File: config.mk
export PLATFORM = sky130hd
export DESIGN_NAME = memory_read_stage
export DESIGN_NICKNAME = d
export VERILOG_FILES = /design/src/hw/mrs_pkg.sv /design/src/hw/txn_if.sv /design/src/hw/mem_request_issue.sv /design/src/hw/memory_read_stage.sv /design/src/hw/response_merge.sv /design/src/hw/txn_fifo.sv
export SDC_FILE = /design/constraint.sdc
export NUM_CORES = 1
export LEC_CHECK = 0
export BUFFER_PORTS_ARGS = -buffer_cell sky130_fd_sc_hd__buf_2
export CAP_MARGIN = 20
export CORE_ASPECT_RATIO = 0.75
export CORE_MARGIN = 4
export CORE_UTILIZATION = 40
export DETAILED_ROUTE_END_ITERATION = 10
export GPL_ROUTABILITY_DRIVEN = 0
export HOLD_SLACK_MARGIN = 0.12
export SLEW_MARGIN = 15
export SYNTH_ARGS = -nofsm -noshare
export SYNTH_HDL_FRONTEND = slang
export SYNTH_SLANG_ARGS = --single-unit
File: constraint.sdc
create_clock -name clk_i -period 4.3 [get_ports clk_i]
set_input_delay 0.43 -clock clk_i [delete_from_list [all_inputs] [get_ports clk_i]]
set_output_delay 0.43 -clock clk_i [all_outputs]
set_load 0.1 [all_outputs]
File: src/hw/mrs_pkg.sv
`default_nettype none

package mrs_pkg;

    //////////////////////////////
    // Sizes
    //////////////////////////////

    // Width of a memory address and of a data word
    localparam int unsigned ADDR_W = 32;

    // Width of the transaction identifier
    localparam int unsigned TAG_W = 8;

    // Largest depth the stage supports
    localparam int unsigned MAX_DEPTH = 16;

    // Default limit of transactions inside the stage and of FIFO entries
    localparam int unsigned DEFAULT_DEPTH = 4;

    //////////////////////////////
    // Types
    //////////////////////////////

    // Pointer going out on the memory port
    // Also the payload of a non-walking transaction, which keeps its pointer
    typedef logic [ADDR_W-1:0] addr_t;

    // Read data returned by the memory
    typedef logic [ADDR_W-1:0] word_t;

    // Transaction identifier
    typedef logic [TAG_W-1:0] tag_t;

    // Occupancy or credit counter, holds 0 up to MAX_DEPTH
    typedef logic [$clog2(MAX_DEPTH):0] credit_t;

endpackage

`default_nettype wire

File: src/hw/txn_if.sv
`timescale 1ns/1ns
`default_nettype none

// Valid/ready channel carrying one transaction per transfer
interface txn_if;

    import mrs_pkg::*;

    logic  valid;
    logic  ready;
    // Set when the transaction reads memory
    logic  walk;
    // Pointer on the way in, read data on the way out
    addr_t word;
    tag_t  tag;

    // Side that offers transactions
    modport producer (
        output valid, walk, word, tag,
        input  ready
    );

    // Side that takes transactions
    modport consumer (
        input  valid, walk, word, tag,
        output ready
    );

endinterface

`default_nettype wire

File: src/hw/mem_request_issue.sv
`timescale 1ns/1ns
`default_nettype none

module mem_request_issue #(
    parameter int unsigned DEPTH = mrs_pkg::DEFAULT_DEPTH
) (
    input  logic           clk_i,
    input  logic           rst_ni,
    // Request port from the upstream stage
    input  logic           req_valid_i,
    input  logic           req_walk_i,
    input  mrs_pkg::addr_t req_addr_i,
    input  mrs_pkg::tag_t  req_tag_i,
    output logic           req_ready_o,
    // Read request half of the memory port
    output logic           mem_req_o,
    output mrs_pkg::addr_t mem_addr_o,
    input  logic           mem_gnt_i,
    // One pulse per transaction leaving the stage
    input  logic           retire_i,
    // Accepted transactions toward the pending FIFO
    txn_if.producer        pend_in
);

    import mrs_pkg::*;

    typedef enum logic {
        ISSUE_IDLE,
        ISSUE_WAIT_GNT
    } issue_state_e;

    issue_state_e state_q, state_d;
    credit_t      credit_q, credit_d;
    logic         credit_free;
    logic         accept;

    //////////////////////////////
    // Acceptance
    //////////////////////////////

    // Room for one more transaction inside the stage
    // Pending FIFO ready never drops while credits are left
    assign credit_free = (credit_q < credit_t'(DEPTH)) && pend_in.ready;

    always_comb begin
        state_d   = state_q;
        mem_req_o = 1'b0;
        accept    = 1'b0;
        case (state_q)
            ISSUE_IDLE: begin
                if (req_valid_i && credit_free) begin
                    if (req_walk_i) begin
                        // Read goes out now, accepted on the grant edge
                        mem_req_o = 1'b1;
                        accept    = mem_gnt_i;
                        if (!mem_gnt_i) begin
                            state_d = ISSUE_WAIT_GNT;
                        end
                    end else begin
                        // No memory access needed
                        accept = 1'b1;
                    end
                end
            end
            ISSUE_WAIT_GNT: begin
                // Request stays up until granted, address is held by upstream
                mem_req_o = 1'b1;
                accept    = mem_gnt_i;
                if (mem_gnt_i) begin
                    state_d = ISSUE_IDLE;
                end
            end
            default: begin
                state_d = ISSUE_IDLE;
            end
        endcase
    end

    assign req_ready_o = accept;
    assign mem_addr_o  = req_addr_i;

    // Forward the accepted transaction unchanged
    assign pend_in.valid = accept;
    assign pend_in.walk  = req_walk_i;
    assign pend_in.word  = req_addr_i;
    assign pend_in.tag   = req_tag_i;

    //////////////////////////////
    // Credits
    //////////////////////////////

    // Up on accept, down on retire, unchanged when both happen
    always_comb begin
        credit_d = credit_q;
        if (accept && !retire_i) begin
            credit_d = credit_q + credit_t'(1);
        end else if (!accept && retire_i) begin
            credit_d = credit_q - credit_t'(1);
        end
    end

    always_ff @(posedge clk_i) begin
        if (!rst_ni) begin
            state_q  <= ISSUE_IDLE;
            credit_q <= '0;
        end else begin
            state_q  <= state_d;
            credit_q <= credit_d;
        end
    end

endmodule

`default_nettype wire

File: src/hw/memory_read_stage.sv
`timescale 1ns/1ns
`default_nettype none

module memory_read_stage #(
    parameter int unsigned DEPTH = mrs_pkg::DEFAULT_DEPTH
) (
    input  logic           clk_i,
    input  logic           rst_ni,
    // Request port
    input  logic           req_valid_i,
    output logic           req_ready_o,
    input  logic           req_walk_i,
    input  mrs_pkg::addr_t req_addr_i,
    input  mrs_pkg::tag_t  req_tag_i,
    // Memory port, read only
    output logic           mem_req_o,
    output mrs_pkg::addr_t mem_addr_o,
    input  logic           mem_gnt_i,
    input  logic           mem_rvalid_i,
    input  mrs_pkg::word_t mem_rdata_i,
    // Response port
    output logic           rsp_valid_o,
    input  logic           rsp_ready_i,
    output logic           rsp_walk_o,
    output mrs_pkg::addr_t rsp_data_o,
    output mrs_pkg::tag_t  rsp_tag_o
);

    import mrs_pkg::*;

    // Depth outside the supported range stops elaboration
    if (DEPTH < 2 || DEPTH > MAX_DEPTH) begin : g_depth_check
        $error("memory_read_stage: DEPTH must be between 2 and MAX_DEPTH");
    end

    txn_if pend_in ();
    txn_if pend_out ();
    txn_if merged ();
    txn_if rsp_out ();

    // A transaction leaves the stage and returns its credit
    logic retire;

    assign retire = rsp_valid_o && rsp_ready_i;

    //////////////////////////////
    // Pipeline
    //////////////////////////////

    mem_request_issue #(.DEPTH(DEPTH)) u_issue (
        .clk_i       (clk_i),
        .rst_ni      (rst_ni),
        .req_valid_i (req_valid_i),
        .req_walk_i  (req_walk_i),
        .req_addr_i  (req_addr_i),
        .req_tag_i   (req_tag_i),
        .req_ready_o (req_ready_o),
        .mem_req_o   (mem_req_o),
        .mem_addr_o  (mem_addr_o),
        .mem_gnt_i   (mem_gnt_i),
        .retire_i    (retire),
        .pend_in     (pend_in)
    );

    // Transactions waiting for their memory response
    txn_fifo #(.DEPTH(DEPTH)) u_pending_fifo (
        .clk_i     (clk_i),
        .rst_ni    (rst_ni),
        .push_side (pend_in),
        .pop_side  (pend_out)
    );

    response_merge #(.DEPTH(DEPTH)) u_merge (
        .clk_i        (clk_i),
        .rst_ni       (rst_ni),
        .mem_rvalid_i (mem_rvalid_i),
        .mem_rdata_i  (mem_rdata_i),
        .pend_out     (pend_out),
        .merged       (merged)
    );

    // Absorbs back-pressure from the response port
    txn_fifo #(.DEPTH(DEPTH)) u_output_fifo (
        .clk_i     (clk_i),
        .rst_ni    (rst_ni),
        .push_side (merged),
        .pop_side  (rsp_out)
    );

    assign rsp_out.ready = rsp_ready_i;
    assign rsp_valid_o   = rsp_out.valid;
    assign rsp_walk_o    = rsp_out.walk;
    assign rsp_data_o    = rsp_out.word;
    assign rsp_tag_o     = rsp_out.tag;

endmodule

`default_nettype wire

File: src/hw/response_merge.sv
`timescale 1ns/1ns
`default_nettype none

module response_merge #(
    parameter int unsigned DEPTH = mrs_pkg::DEFAULT_DEPTH
) (
    input  logic           clk_i,
    input  logic           rst_ni,
    // Read response half of the memory port
    input  logic           mem_rvalid_i,
    input  mrs_pkg::word_t mem_rdata_i,
    // Head of the pending FIFO
    txn_if.consumer        pend_out,
    // Completed transactions toward the output FIFO
    txn_if.producer        merged
);

    import mrs_pkg::*;

    localparam int unsigned PTR_W = $clog2(DEPTH);

    typedef logic [PTR_W-1:0] ptr_t;

    // Responses that came back before their transaction reached the head
    word_t   cap_mem [DEPTH];
    ptr_t    cap_wr_q;
    ptr_t    cap_rd_q;
    credit_t cap_count_q;

    logic    cap_empty;
    logic    rsp_avail;
    word_t   rsp_word;
    logic    head_ok;
    logic    pop;
    logic    use_rsp;
    logic    cap_push;
    logic    cap_pop;

    function automatic ptr_t ptr_next(input ptr_t ptr);
        return (ptr == ptr_t'(DEPTH - 1)) ? '0 : ptr + ptr_t'(1);
    endfunction

    //////////////////////////////
    // Head selection
    //////////////////////////////

    assign cap_empty = (cap_count_q == '0);
    // Oldest response is either buffered or on the bus right now
    assign rsp_avail = !cap_empty || mem_rvalid_i;
    assign rsp_word  = cap_empty ? mem_rdata_i : cap_mem[cap_rd_q];

    // Non-walking head never waits for memory
    assign head_ok = !pend_out.walk || rsp_avail;

    assign merged.valid = pend_out.valid && head_ok;
    assign merged.walk  = pend_out.walk;
    // Walking transaction has its pointer replaced by the read data
    assign merged.word  = pend_out.walk ? rsp_word : pend_out.word;
    assign merged.tag   = pend_out.tag;

    assign pend_out.ready = merged.ready && head_ok;

    assign pop     = pend_out.valid && pend_out.ready;
    assign use_rsp = pop && pend_out.walk;

    //////////////////////////////
    // Capture buffer
    //////////////////////////////

    // Bus response used in the same cycle bypasses the buffer
    assign cap_push = mem_rvalid_i && !(use_rsp && cap_empty);
    assign cap_pop  = use_rsp && !cap_empty;

    always_ff @(posedge clk_i) begin
        if (cap_push) begin
            cap_mem[cap_wr_q] <= mem_rdata_i;
        end
    end

    // Outstanding grants are bounded by DEPTH so the buffer never overflows
    always_ff @(posedge clk_i) begin
        if (!rst_ni) begin
            cap_wr_q    <= '0;
            cap_rd_q    <= '0;
            cap_count_q <= '0;
        end else begin
            if (cap_push) begin
                cap_wr_q <= ptr_next(cap_wr_q);
            end
            if (cap_pop) begin
                cap_rd_q <= ptr_next(cap_rd_q);
            end
            case ({cap_push, cap_pop})
                2'b10:   cap_count_q <= cap_count_q + credit_t'(1);
                2'b01:   cap_count_q <= cap_count_q - credit_t'(1);
                default: cap_count_q <= cap_count_q;
            endcase
        end
    end

endmodule

`default_nettype wire

File: src/hw/txn_fifo.sv
`timescale 1ns/1ns
`default_nettype none

module txn_fifo #(
    parameter int unsigned DEPTH = mrs_pkg::DEFAULT_DEPTH
) (
    input  logic    clk_i,
    input  logic    rst_ni,
    // Write side
    txn_if.consumer push_side,
    // Read side, head of the queue
    txn_if.producer pop_side
);

    import mrs_pkg::*;

    localparam int unsigned PTR_W = $clog2(DEPTH);

    typedef logic [PTR_W-1:0] ptr_t;

    // Storage, one entry per transaction
    logic    walk_mem [DEPTH];
    addr_t   word_mem [DEPTH];
    tag_t    tag_mem  [DEPTH];

    ptr_t    wr_ptr_q;
    ptr_t    rd_ptr_q;
    credit_t count_q;
    logic    push;
    logic    pop;

    // Pointer increment with wrap for any depth
    function automatic ptr_t ptr_next(input ptr_t ptr);
        return (ptr == ptr_t'(DEPTH - 1)) ? '0 : ptr + ptr_t'(1);
    endfunction

    assign push_side.ready = (count_q < credit_t'(DEPTH));
    assign pop_side.valid  = (count_q != '0);

    assign push = push_side.valid && push_side.ready;
    assign pop  = pop_side.valid && pop_side.ready;

    // Head entry, registered so nothing falls through
    assign pop_side.walk = walk_mem[rd_ptr_q];
    assign pop_side.word = word_mem[rd_ptr_q];
    assign pop_side.tag  = tag_mem[rd_ptr_q];

    always_ff @(posedge clk_i) begin
        if (push) begin
            walk_mem[wr_ptr_q] <= push_side.walk;
            word_mem[wr_ptr_q] <= push_side.word;
            tag_mem[wr_ptr_q]  <= push_side.tag;
        end
    end

    // Pointers and occupancy
    always_ff @(posedge clk_i) begin
        if (!rst_ni) begin
            wr_ptr_q <= '0;
            rd_ptr_q <= '0;
            count_q  <= '0;
        end else begin
            if (push) begin
                wr_ptr_q <= ptr_next(wr_ptr_q);
            end
            if (pop) begin
                rd_ptr_q <= ptr_next(rd_ptr_q);
            end
            case ({push, pop})
                2'b10:   count_q <= count_q + credit_t'(1);
                2'b01:   count_q <= count_q - credit_t'(1);
                default: count_q <= count_q;
            endcase
        end
    end

endmodule

`default_nettype wire

Word level (Yosys, flattened, before mapping) --
Memory sizes are Yosys's and may differ from the RTL's. A register that Yosys moved wholly into a read port is not among the register bits. Index checks and enable logic that the tools add are counted.
Operators by class: bitwise operators 1, equality and inequality tests 12, add/sub/neg operators 14, reductions and logical operators 28, order comparisons 3, mux-type cells 43
Operators by type and width (count):
- $mux 32 | 2
- $mux 2 | 20
- $pmux 5 s2 | 3
- $add 5x1->5 const B | 4
- $sub 5x1->5 const B | 4
- $eq 2x2->1 const B | 9
- $lt 5x3->1 const B | 3
- $logic_and 1x1->1 | 14
- $mux 1 | 13
- $add 2x1->2 const B | 6
- $mux 5 | 2
- $reduce_bool 5->1 | 2
- $reduce_bool 2->1 | 4
- $eq 2x1->1 const B | 3
- $pmux 1 s2 | 3
- $logic_not 1->1 | 5
- $logic_not 5->1 | 1
- $logic_or 1x1->1 | 2
- $not 1->1 | 1
Storage, ports and cells: memories kept 7, bits in registers 33, bits in writable memories 456, word-level logic and storage cells 119
Memory list:
- u_merge.cap_mem | words 4, bits a word 32, read ports 1, clocked after Yosys merged registers in 1, wr ports 1, RTL line response_merge.sv:25 | word_t cap_mem [DEPTH];
- u_output_fifo.word_mem | words 4, bits a word 32, read ports 1, clocked after Yosys merged registers in 1, wr ports 1, RTL line txn_fifo.sv:23 | addr_t word_mem [DEPTH];
- u_pending_fifo.word_mem | words 4, bits a word 32, read ports 1, clocked after Yosys merged registers in 1, wr ports 1, RTL line txn_fifo.sv:23
- u_output_fifo.tag_mem | words 4, bits a word 8, read ports 1, clocked after Yosys merged registers in 1, wr ports 1, RTL line txn_fifo.sv:24 | tag_t tag_mem [DEPTH];
- u_pending_fifo.tag_mem | words 4, bits a word 8, read ports 1, clocked after Yosys merged registers in 1, wr ports 1, RTL line txn_fifo.sv:24
- u_output_fifo.walk_mem | words 4, bits a word 1, read ports 1, clocked after Yosys merged registers in 1, wr ports 1, RTL line txn_fifo.sv:22 | logic walk_mem [DEPTH];
- +1 memories

Longest topological paths before layout --
Gate-level depths: netlist (run 1).
depth after elaboration 12, depth in mapped cells 14, depth with buffers taken out 12

Hierarchy --
From an unflattened synthesis (run 1), not the netlist that was laid out.
Unflattened totals: cells, all modules 1083, area, all modules 20317.0 sq um
By module, submodules not included:
- txn_fifo | cells an instance 296, times used 2, area an instance 6613.8 sq um
- response_merge | cells an instance 372, times used 1, area an instance 6140.9 sq um
- mem_request_issue | cells an instance 118, times used 1, area an instance 942.2 sq um
- memory_read_stage | cells an instance 1, times used 1, area an instance 6.3 sq um

Worst setup path before layout (run 1) --
No wires, ideal clock.
kind register -> register, start register u_output_fifo.count_q[4], end register u_output_fifo.count_q[4], arrival 3102 ps, library setup time 76 ps, cell stages (with the launch flop) 12, required time 4224 ps, setup slack 1122 ps, cell sequence dfxtp_1 nor3_1 nand2_1 nand2_1 inv_1 ha_1 fa_1 a21o_1 a21oi_1 xor2_1 or3_1 a21boi_0
On the way: cells in the longest elaborated chain, start to end 4
RTL lines:
- start: declaration | RTL line txn_fifo.sv:28 | credit_t count_q;
- start signal: assignment | RTL line txn_fifo.sv:70 | 2'b10: count_q <= count_q + credit_t'(1);
- start signal: assignment | RTL line txn_fifo.sv:71 | 2'b01: count_q <= count_q - credit_t'(1);
- start signal: assignment | RTL line txn_fifo.sv:72 | default: count_q <= count_q;
- $reduce_bool 5->1 * | RTL line txn_fifo.sv:38 | assign pop_side.valid = (count_q != '0);
- net rsp_valid_o | RTL line memory_read_stage.sv:22 | output logic rsp_valid_o,
- $logic_and 1x1->1 *
- net retire | RTL line memory_read_stage.sv:42 | logic retire;
- $eq 2x1->1 / $eq 2x2->1 (equally long branches) | RTL line txn_fifo.sv:69 | case ({push, pop})
- $pmux 5 s2 / $reduce_bool 2->1 (equally long branches)
The timed path passes the listed nets; every way through them passes the cells marked *. A chain may end at the register's enable or synchronous reset.

Worst setup path in the final report (run 1) --
start register u_merge.cap_count_q[0], end register u_merge.cap_count_q[4]
On the way: cells in the longest elaborated chain, start to end 12
RTL lines:
- start: declaration | RTL line response_merge.sv:28 | credit_t cap_count_q;
- start signal: assignment | RTL line response_merge.sv:94 | 2'b10: cap_count_q <= cap_count_q + credit_t'(1);
- start signal: assignment | RTL line response_merge.sv:95 | 2'b01: cap_count_q <= cap_count_q - credit_t'(1);
- start signal: assignment | RTL line response_merge.sv:96 | default: cap_count_q <= cap_count_q;
- $logic_not 5->1 | RTL line response_merge.sv:47 | assign cap_empty = (cap_count_q == '0);
- $logic_not 1->1 | RTL line response_merge.sv:49, response_merge.sv:72
- $logic_or 1x1->1 | RTL line response_merge.sv:49 | assign rsp_avail = !cap_empty || mem_rvalid_i;
- $logic_or 1x1->1 | RTL line response_merge.sv:53 | assign head_ok = !pend_out.walk || rsp_avail;
- $logic_and 1x1->1 | RTL line response_merge.sv:61 | assign pend_out.ready = merged.ready && head_ok;
- $logic_and 1x1->1 | RTL line response_merge.sv:63 | assign pop = pend_out.valid && pend_out.ready;
- $logic_and 1x1->1 | RTL line response_merge.sv:64 | assign use_rsp = pop && pend_out.walk;
- $logic_and 1x1->1 | RTL line response_merge.sv:71 | assign cap_push = mem_rvalid_i && !(use_rsp && cap_empty);
- $logic_not 1->1 | RTL line response_merge.sv:71
- $logic_and 1x1->1 | RTL line response_merge.sv:71
- $eq 2x1->1 / $eq 2x2->1 (equally long branches) | RTL line response_merge.sv:93 | case ({cap_push, cap_pop})
- $pmux 5 s2 / $reduce_bool 2->1 (equally long branches)
Parallel ways exist; a longest one is shown, timed or not.

==> flow_summary.json, run 1 <==
{
  "start_util": 0.4095,
  "post_cts.repair.setup_buffers": 0,
  "coreArea_sq_mm": 0.04791,
  "h-tree-depth": 2,
  "synth-edff-count": 456,
  "grt_max_degree": 69,
  "final_nets": 1329,
  "p_per_area_mw_per_mm2": 801.7,
  "async_flop_share": 0,
  "dr.pass1.iters": 5,
  "finalSetupViolations": 0,
  "clk_pin_slew_ns": 0.06,
  "hold_viol": 0,
  "setup_tns_ns": 0,
  "finalWirelength_mm": 41.49,
  "post-route-period-util": 0.7480,
  "layout_common_cells": "edfxtp_1, buf_2, mux4_2, dlygate4sd3_1, clkbuf_16",
  "cts_buffers": 49,
  "clock_skew_ns": 0.02143,
  "synth_ff_type": "edfxtp_1",
  "peakVddDrop_v": 0.0004694,
  "root_buffer": "clkbuf_16",
  "via_per_inst": 5.130,
  "whs_ns": 0.1446,
  "io_pins": 155,
  "maxCapViolations": 0,
  "track_usage": 0.1558,
  "die_y_microns": 199.8,
  "hold_buffers": 70,
  "drive_gt1_frac": 0.3070,
  "synth_nets": 1114,
  "cts_sinks": 495,
  "ys_seq_area_frac": 0.7377,
  "synthCells": 1002,
  "final_common_cell": "edfxtp_1",
  "drv_slew": 0,
  "crit_arrival_ns": 3.66,
  "wl_per_cell_microns": 21.90,
  "num_vias": 9717,
  "fmax_mhz": 310.9,
  "post-route-util": 0.4853,
  "rsz0062_at_grt": "no",
  "dieWidth_microns": 263.7,
  "start_kind": "flop",
  "rows": 69,
  "ant_nets": 0,
  "portBuffers": 154,
  "relSlewSlack": 0.3553,
  "cts_tree": "yes",
  "syn-cell-area_sq_mm": 0.01962,
  "layout_min_cycle_time_ns": 3.217,
  "dp.final_hpwl_mm": 25.54,
  "grt_pass1_wl_mm": 62.30,
  "grt_pass1_vias": 9987,
  "tightest_slew_ns": 0.9671,
  "status": "complete, no violations",
  "synth-seq-cells": 495,
  "path_class": "flop to flop",
  "endpoint_kind": "flop",
  "cts_resized": 0,
  "synth_cell_types": 47,
  "leakagePower_nw": 7.918,
  "hold_path.class": "input port to flop",
  "crit_required_ns": 4.74,
  "grt_antenna_before_repair": 3,
  "die-area_sq_mm": 0.05270,
  "synth.avg_cell_area_sq_um": 19.58,
  "drtIter0Drc": 936,
  "drc": 0,
  "ys.warnings.count": 0,
  "clock_path_buffers": 3,
  "syn2layout_area_growth_pct": 18.51,
  "grt_overflow": 0,
  "clk_latency_ns": 0.56,
  "cp_max_fo": 8
}
[synth_stat cells (3+ instances only)]
cell        n  area [sq um]
nand3_1    12         60.06
a21oi_1    39         195.2
ha_1       30         375.4
inv_1      18         67.56
edfxtp_1  456         13690
nor2b_1     3         18.77
xor2_1     10         87.58
buf_2      16         80.08
mux4_2    114          2567
a21boi_0    5         37.54
buf_4      32         240.2
fa_1        3         60.06
mux2i_1    37         370.4
nor2_1     40         150.1
xnor2_1     6         52.55
or3_1       4         25.02
dfxtp_1    39         780.8
a21o_1      7         52.55
o21ai_0    13         65.06
clkbuf_1   20         75.07
nand2_1    25         93.84
buf_1      12         45.04
and2_1     27         168.9
nor3_1      4         20.02
[metal layers]
layer  track usage  vias up  share of wire
met5             0        -        0.00031
met4       0.03344        2          0.016
li1              -     4393              -
met3       0.02978       48          0.061
met2        0.2315      247           0.44
met1        0.2428     5027           0.48
[final cells by class]
class	count	area, sq um
Timing Repair Buffer	244	1622
Clock inverter	24	305.3
Fill cell	3942	24660
Multi-Input combinational cell	406	4638
Clock buffer	64	1324
Sequential cell	495	14480
Antenna cell	1	2.502
Inverter	21	80.08
Tap cell	639	799.5
[state kept, by name (all words and copies together) (netlist names), 4 cells and up, named ones only]
signal                   cells
u_merge.cap_mem            128
u_output_fifo.word_mem     128
u_pending_fifo.word_mem    128
u_output_fifo.tag_mem       32
u_pending_fifo.tag_mem      32
u_issue.credit_q             5
u_merge.cap_count_q          5
u_output_fifo.count_q        5
u_pending_fifo.count_q       5
u_output_fifo.walk_mem       4
u_pending_fifo.walk_mem      4
[where the power goes]
group | internal [mW] | switching, mW | total [mW]
Combinational | 2.06 | 5.16 | 7.22
Sequential | 6.68 | 0.423 | 7.10
Clock | 2.59 | 1.74 | 4.32
[logic make-up (layout without fill, tap and decap cells)]
| kind of cell | Yosys count | in the layout | share of synthesized area |
|---|---|---|---|
| other | 0 | 1 | 0 |
| XOR/XNOR | 16 | 16 | 0.007142 |
| AO/OA/AOI/OAI | 78 | 78 | 0.02442 |
| flip-flops | 495 | 495 | 0.7377 |
| AND/OR/NAND/NOR | 128 | 128 | 0.03233 |
| buffers and inverters | 101 | 353 | 0.02653 |
| adder cells (fa/ha/maj) | 33 | 33 | 0.02219 |
| multiplexers | 151 | 151 | 0.1497 |
[through the flow]
stage               setup slack (ns)  total power, mW  std cells  area [sq um]
global placement               1.154            14.36       1735         20920
finish                         1.083            18.64       1894         23250
floorplan                      1.122            12.70       1002         19620
CTS                            1.093            18.86       1893         23250
global route                  0.9166            19.52       1894         23250
detailed placement             1.107            14.47       1735         20920
[critical path, stage by stage (launching register included)]
cell and delay (ns):
dfxtp_1 0.35, or2_1 0.25, or4_2 0.57, o31a_4 0.38
clkinv_2 0.08, ha_1 0.32, xor2_1 0.11, ha_1 0.21
a21oi_1 0.24, a22oi_1 0.14, a31oi_1 0.21, xor2_1 0.08
and2_1 0.15
[worst paths after layout]
path	from	to	depth (start not counted)	slack, ns
hold / removal	mem_rdata_i[2]	u_merge.cap_mem[0][2]	1	0.14
setup / recovery	u_merge.cap_count_q[0]	u_merge.cap_count_q[4]	12	1.08
setup reg to reg	u_merge.cap_count_q[0]	u_merge.cap_count_q[4]	12	1.08
hold reg to reg	u_pending_fifo.count_q[4]	u_pending_fifo.count_q[4]	2	0.48
(Power assumes the default switching activity.)
==> inputs of run 2 (changes only) <==
--- a/config.mk
+++ b/config.mk
@@ -5,6 +5,7 @@
 export SDC_FILE = /design/constraint.sdc
 export NUM_CORES = 1
 export LEC_CHECK = 0
+export ABC_AREA = 1
 export BUFFER_PORTS_ARGS = -buffer_cell sky130_fd_sc_hd__buf_2
 export CAP_MARGIN = 20
 export CORE_ASPECT_RATIO = 0.75
==> constraint.sdc (replaced) <==
create_clock -name clk_i -period 2.8 [get_ports clk_i]
set_input_delay 0.28 -clock clk_i [delete_from_list [all_inputs] [get_ports clk_i]]
set_output_delay 0.28 -clock clk_i [all_outputs]
set_load 0.1 [all_outputs]
==> flow_summary.json, run 2 <==
{
  "status": "complete, no violations",
  "leakagePower_nw": 8.856,
  "dp_slack_ns": 0.2527,
  "synth.avg_cell_area_sq_um": 12.73,
  "peakVddDrop_v": 0.001426,
  "start_kind": "flop",
  "die_y_microns": 204.4,
  "layout.filler_cells": 4398,
  "dr.pass1.iters": 5,
  "syn2layout_area_growth_pct": 18.03,
  "root_buffer": "clkbuf_16",
  "clk_latency_ns": 0.56,
  "synthCells": 1616,
  "cts_buffers": 47,
  "wl_met3_mm": 2.588,
  "ant_nets": 0,
  "post_cts.repair.setup_buffers": 0,
  "clock_skew_ns": 0.01461,
  "rows": 71,
  "path_class": "flop to primary output",
  "clock_path_buffers": 3,
  "num_vias": 13000,
  "post-route-period-util": 0.9587,
  "layout_common_cells": "edfxtp_1, nand2_1, buf_2, o21ai_0, nor2_1",
  "hp-start": "rst_ni",
  "reg2reg_depth": 16,
  "rrSetupSlack_ns": 0.31,
  "grt_max_degree": 67,
  "layout_min_cycle_time_ns": 2.684,
  "synth_top_area_share": 0.6659,
  "whs_ns": 0.1471,
  "wl_per_cell_microns": 19.63,
  "crit_arrival_ns": 2.40,
  "reg_top3": "u_merge.cap_mem x128, u_output_fifo.word_mem x128, u_pending_fifo.word_mem x128",
  "path_cells": "buf_4 > o21ai_0 > o22ai_1 > buf_2",
  "coreArea_sq_mm": 0.05046,
  "hold_end": "u_merge.cap_wr_q[1]",
  "hold_path.class": "input port to flop",
  "track_usage": 0.1754,
  "start_util": 0.4076,
  "via_per_inst": 5.192,
  "p_per_area_mw_per_mm2": 1203,
  "syn-cell-area_sq_mm": 0.02056,
  "wl_met1_mm": 23.75,
  "synth_nets": 1728,
  "hold_viol": 0,
  "cts_tree": "yes",
  "die-area_sq_mm": 0.05514,
  "post-route-util": 0.4810,
  "drc": 0,
  "final_common_cell": "edfxtp_1",
  "cts_sinks": 495,
  "cp_max_fo": 48,
  "grt_overflow": 0,
  "maxCapViolations": 0,
  "worst_slack_ns": 0.1156,
  "synth_cell_types": 35,
  "dieWidth_microns": 269.8,
  "wl_met2_mm": 22.11,
  "cp_slowest_cell": "buf_2",
  "ys.warnings.count": 0,
  "rsz0062_at_grt": "no",
  "grt_pass1_vias": 12580,
  "h-tree-depth": 2,
  "clk_pin_slew_ns": 0.06,
  "dp.final_hpwl_mm": 29.91,
  "drv_slew": 0,
  "finalWirelength_mm": 49.16,
  "synth.most_common_cell": "edfxtp_1",
  "synth-seq-cells": 495,
  "ys_seq_area_frac": 0.7038,
  "grt_antenna_before_repair": 1,
  "endpoint_kind": "primary output",
  "synth_ff_type": "edfxtp_1",
  "finalSetupViolations": 0,
  "maxUsedRoutingLayer": "met4",
  "fmax_mhz": 372.5,
  "crit_required_ns": 2.52,
  "final_nets": 1922,
  "tightest_slew_ns": 0.8657,
  "r2r_end": "u_pending_fifo.count_q[4]",
  "synth-edff-count": 456,
  "ys_top_cells_by_area": "edfxtp_1, dfxtp_1, o21ai_0",
  "yosysTopAreaCell": "edfxtp_1",
  "relSlewSlack": 0.4229,
  "grt_pass1_wl_mm": 75.50,
  "async_flop_share": 0,
  "min_path_cells": 3,
  "drive_gt1_frac": 0.1858,
  "critPathMaxStageDelay_ns": 0.50,
  "portBuffers": 154,
  "io_pins": 155,
  "drtIter0Drc": 1255,
  "synth_commonest_cells": "edfxtp_1, nand2_1, o21ai_0"
}
==> run 2: layout make-up <==
type / count / area, sq um / share of cell area
repair buffers: 267 / 2019 / 0.08320
inverters: 140 / 525.5 / 0.02165
flip-flops and latches: 495 / 14480 / 0.5967
well taps: 657 / 822.0 / 0.03387
clock inverters: 25 / 145.1 / 0.005980
diodes: 1 / 2.502 / 0.0001031
multi-input cells: 859 / 4997 / 0.2059
clock buffers: 60 / 1277 / 0.05263
==> run 2: where the power goes <==
group / internal [mW] / switching [mW]
Clock: 3.31 / 2.65
Sequential: 10.0 / 0.476
Combinational: 2.99 / 9.75
==> run 2: critical path, delay by kind of cell, from the launching register on <==
family / cells / cell delay (ns)
compound gates: 2 / 0.50
flops: 1 / 0.38
buf+inv: 2 / 0.95
==> run 2: kinds of logic after synthesis <==
group	after synthesis	share of synthesized area
DFF	495	0.7038
AOI/OAI and AO/OA	415	0.1292
and+or+nand+nor	396	0.08147
buffers and inverters	262	0.05792
adders and majority gates	33	0.02117
xor gates and xnor gates	15	0.006388
==> run 2: stage by stage <==
stage | setup TNS, ns | power, mW | instance area, sq um | cells
3_5_place_dp | 0 | 23.34 | 22080 | 2343
5_1_grt | 0 | 30.77 | 24270 | 2503
6_report | 0 | 29.21 | 24270 | 2504
4_1_cts | 0 | 29.42 | 24250 | 2503
3_3_place_gp | 0 | 23.14 | 22080 | 2343
2_1_floorplan | -60.61 | 20.05 | 20590 | 1616
==> run 2: repair_timing <==
item,in CTS,in global routing
setup endpoints to repair,0,3
hold buffers,75,0
endpoints found under the hold margin,295,0
resized for setup,0,4
==> run 2: worst max path at each step <==
stage	end	slack (ns)
floorplan	u_output_fifo.tag_mem[0][0]	-0.37
global placement	u_pending_fifo.count_q[4]	0.34
detailed placement	u_pending_fifo.count_q[4]	0.25
CTS	rsp_data_o[8]	0.13
global route	rsp_data_o[8]	0.03
finish	rsp_data_o[8]	0.12
==> run 2: per-layer routing <==
| layer | global-route usage | vias to the layer above |
|---|---|---|
| met3 | 0.02347 | 55 |
| met2 | 0.2787 | 347 |
| li1 | - | 6191 |
| met1 | 0.2620 | 6408 |
| met5 | 0 | - |
| met4 | 0.03301 | 0 |
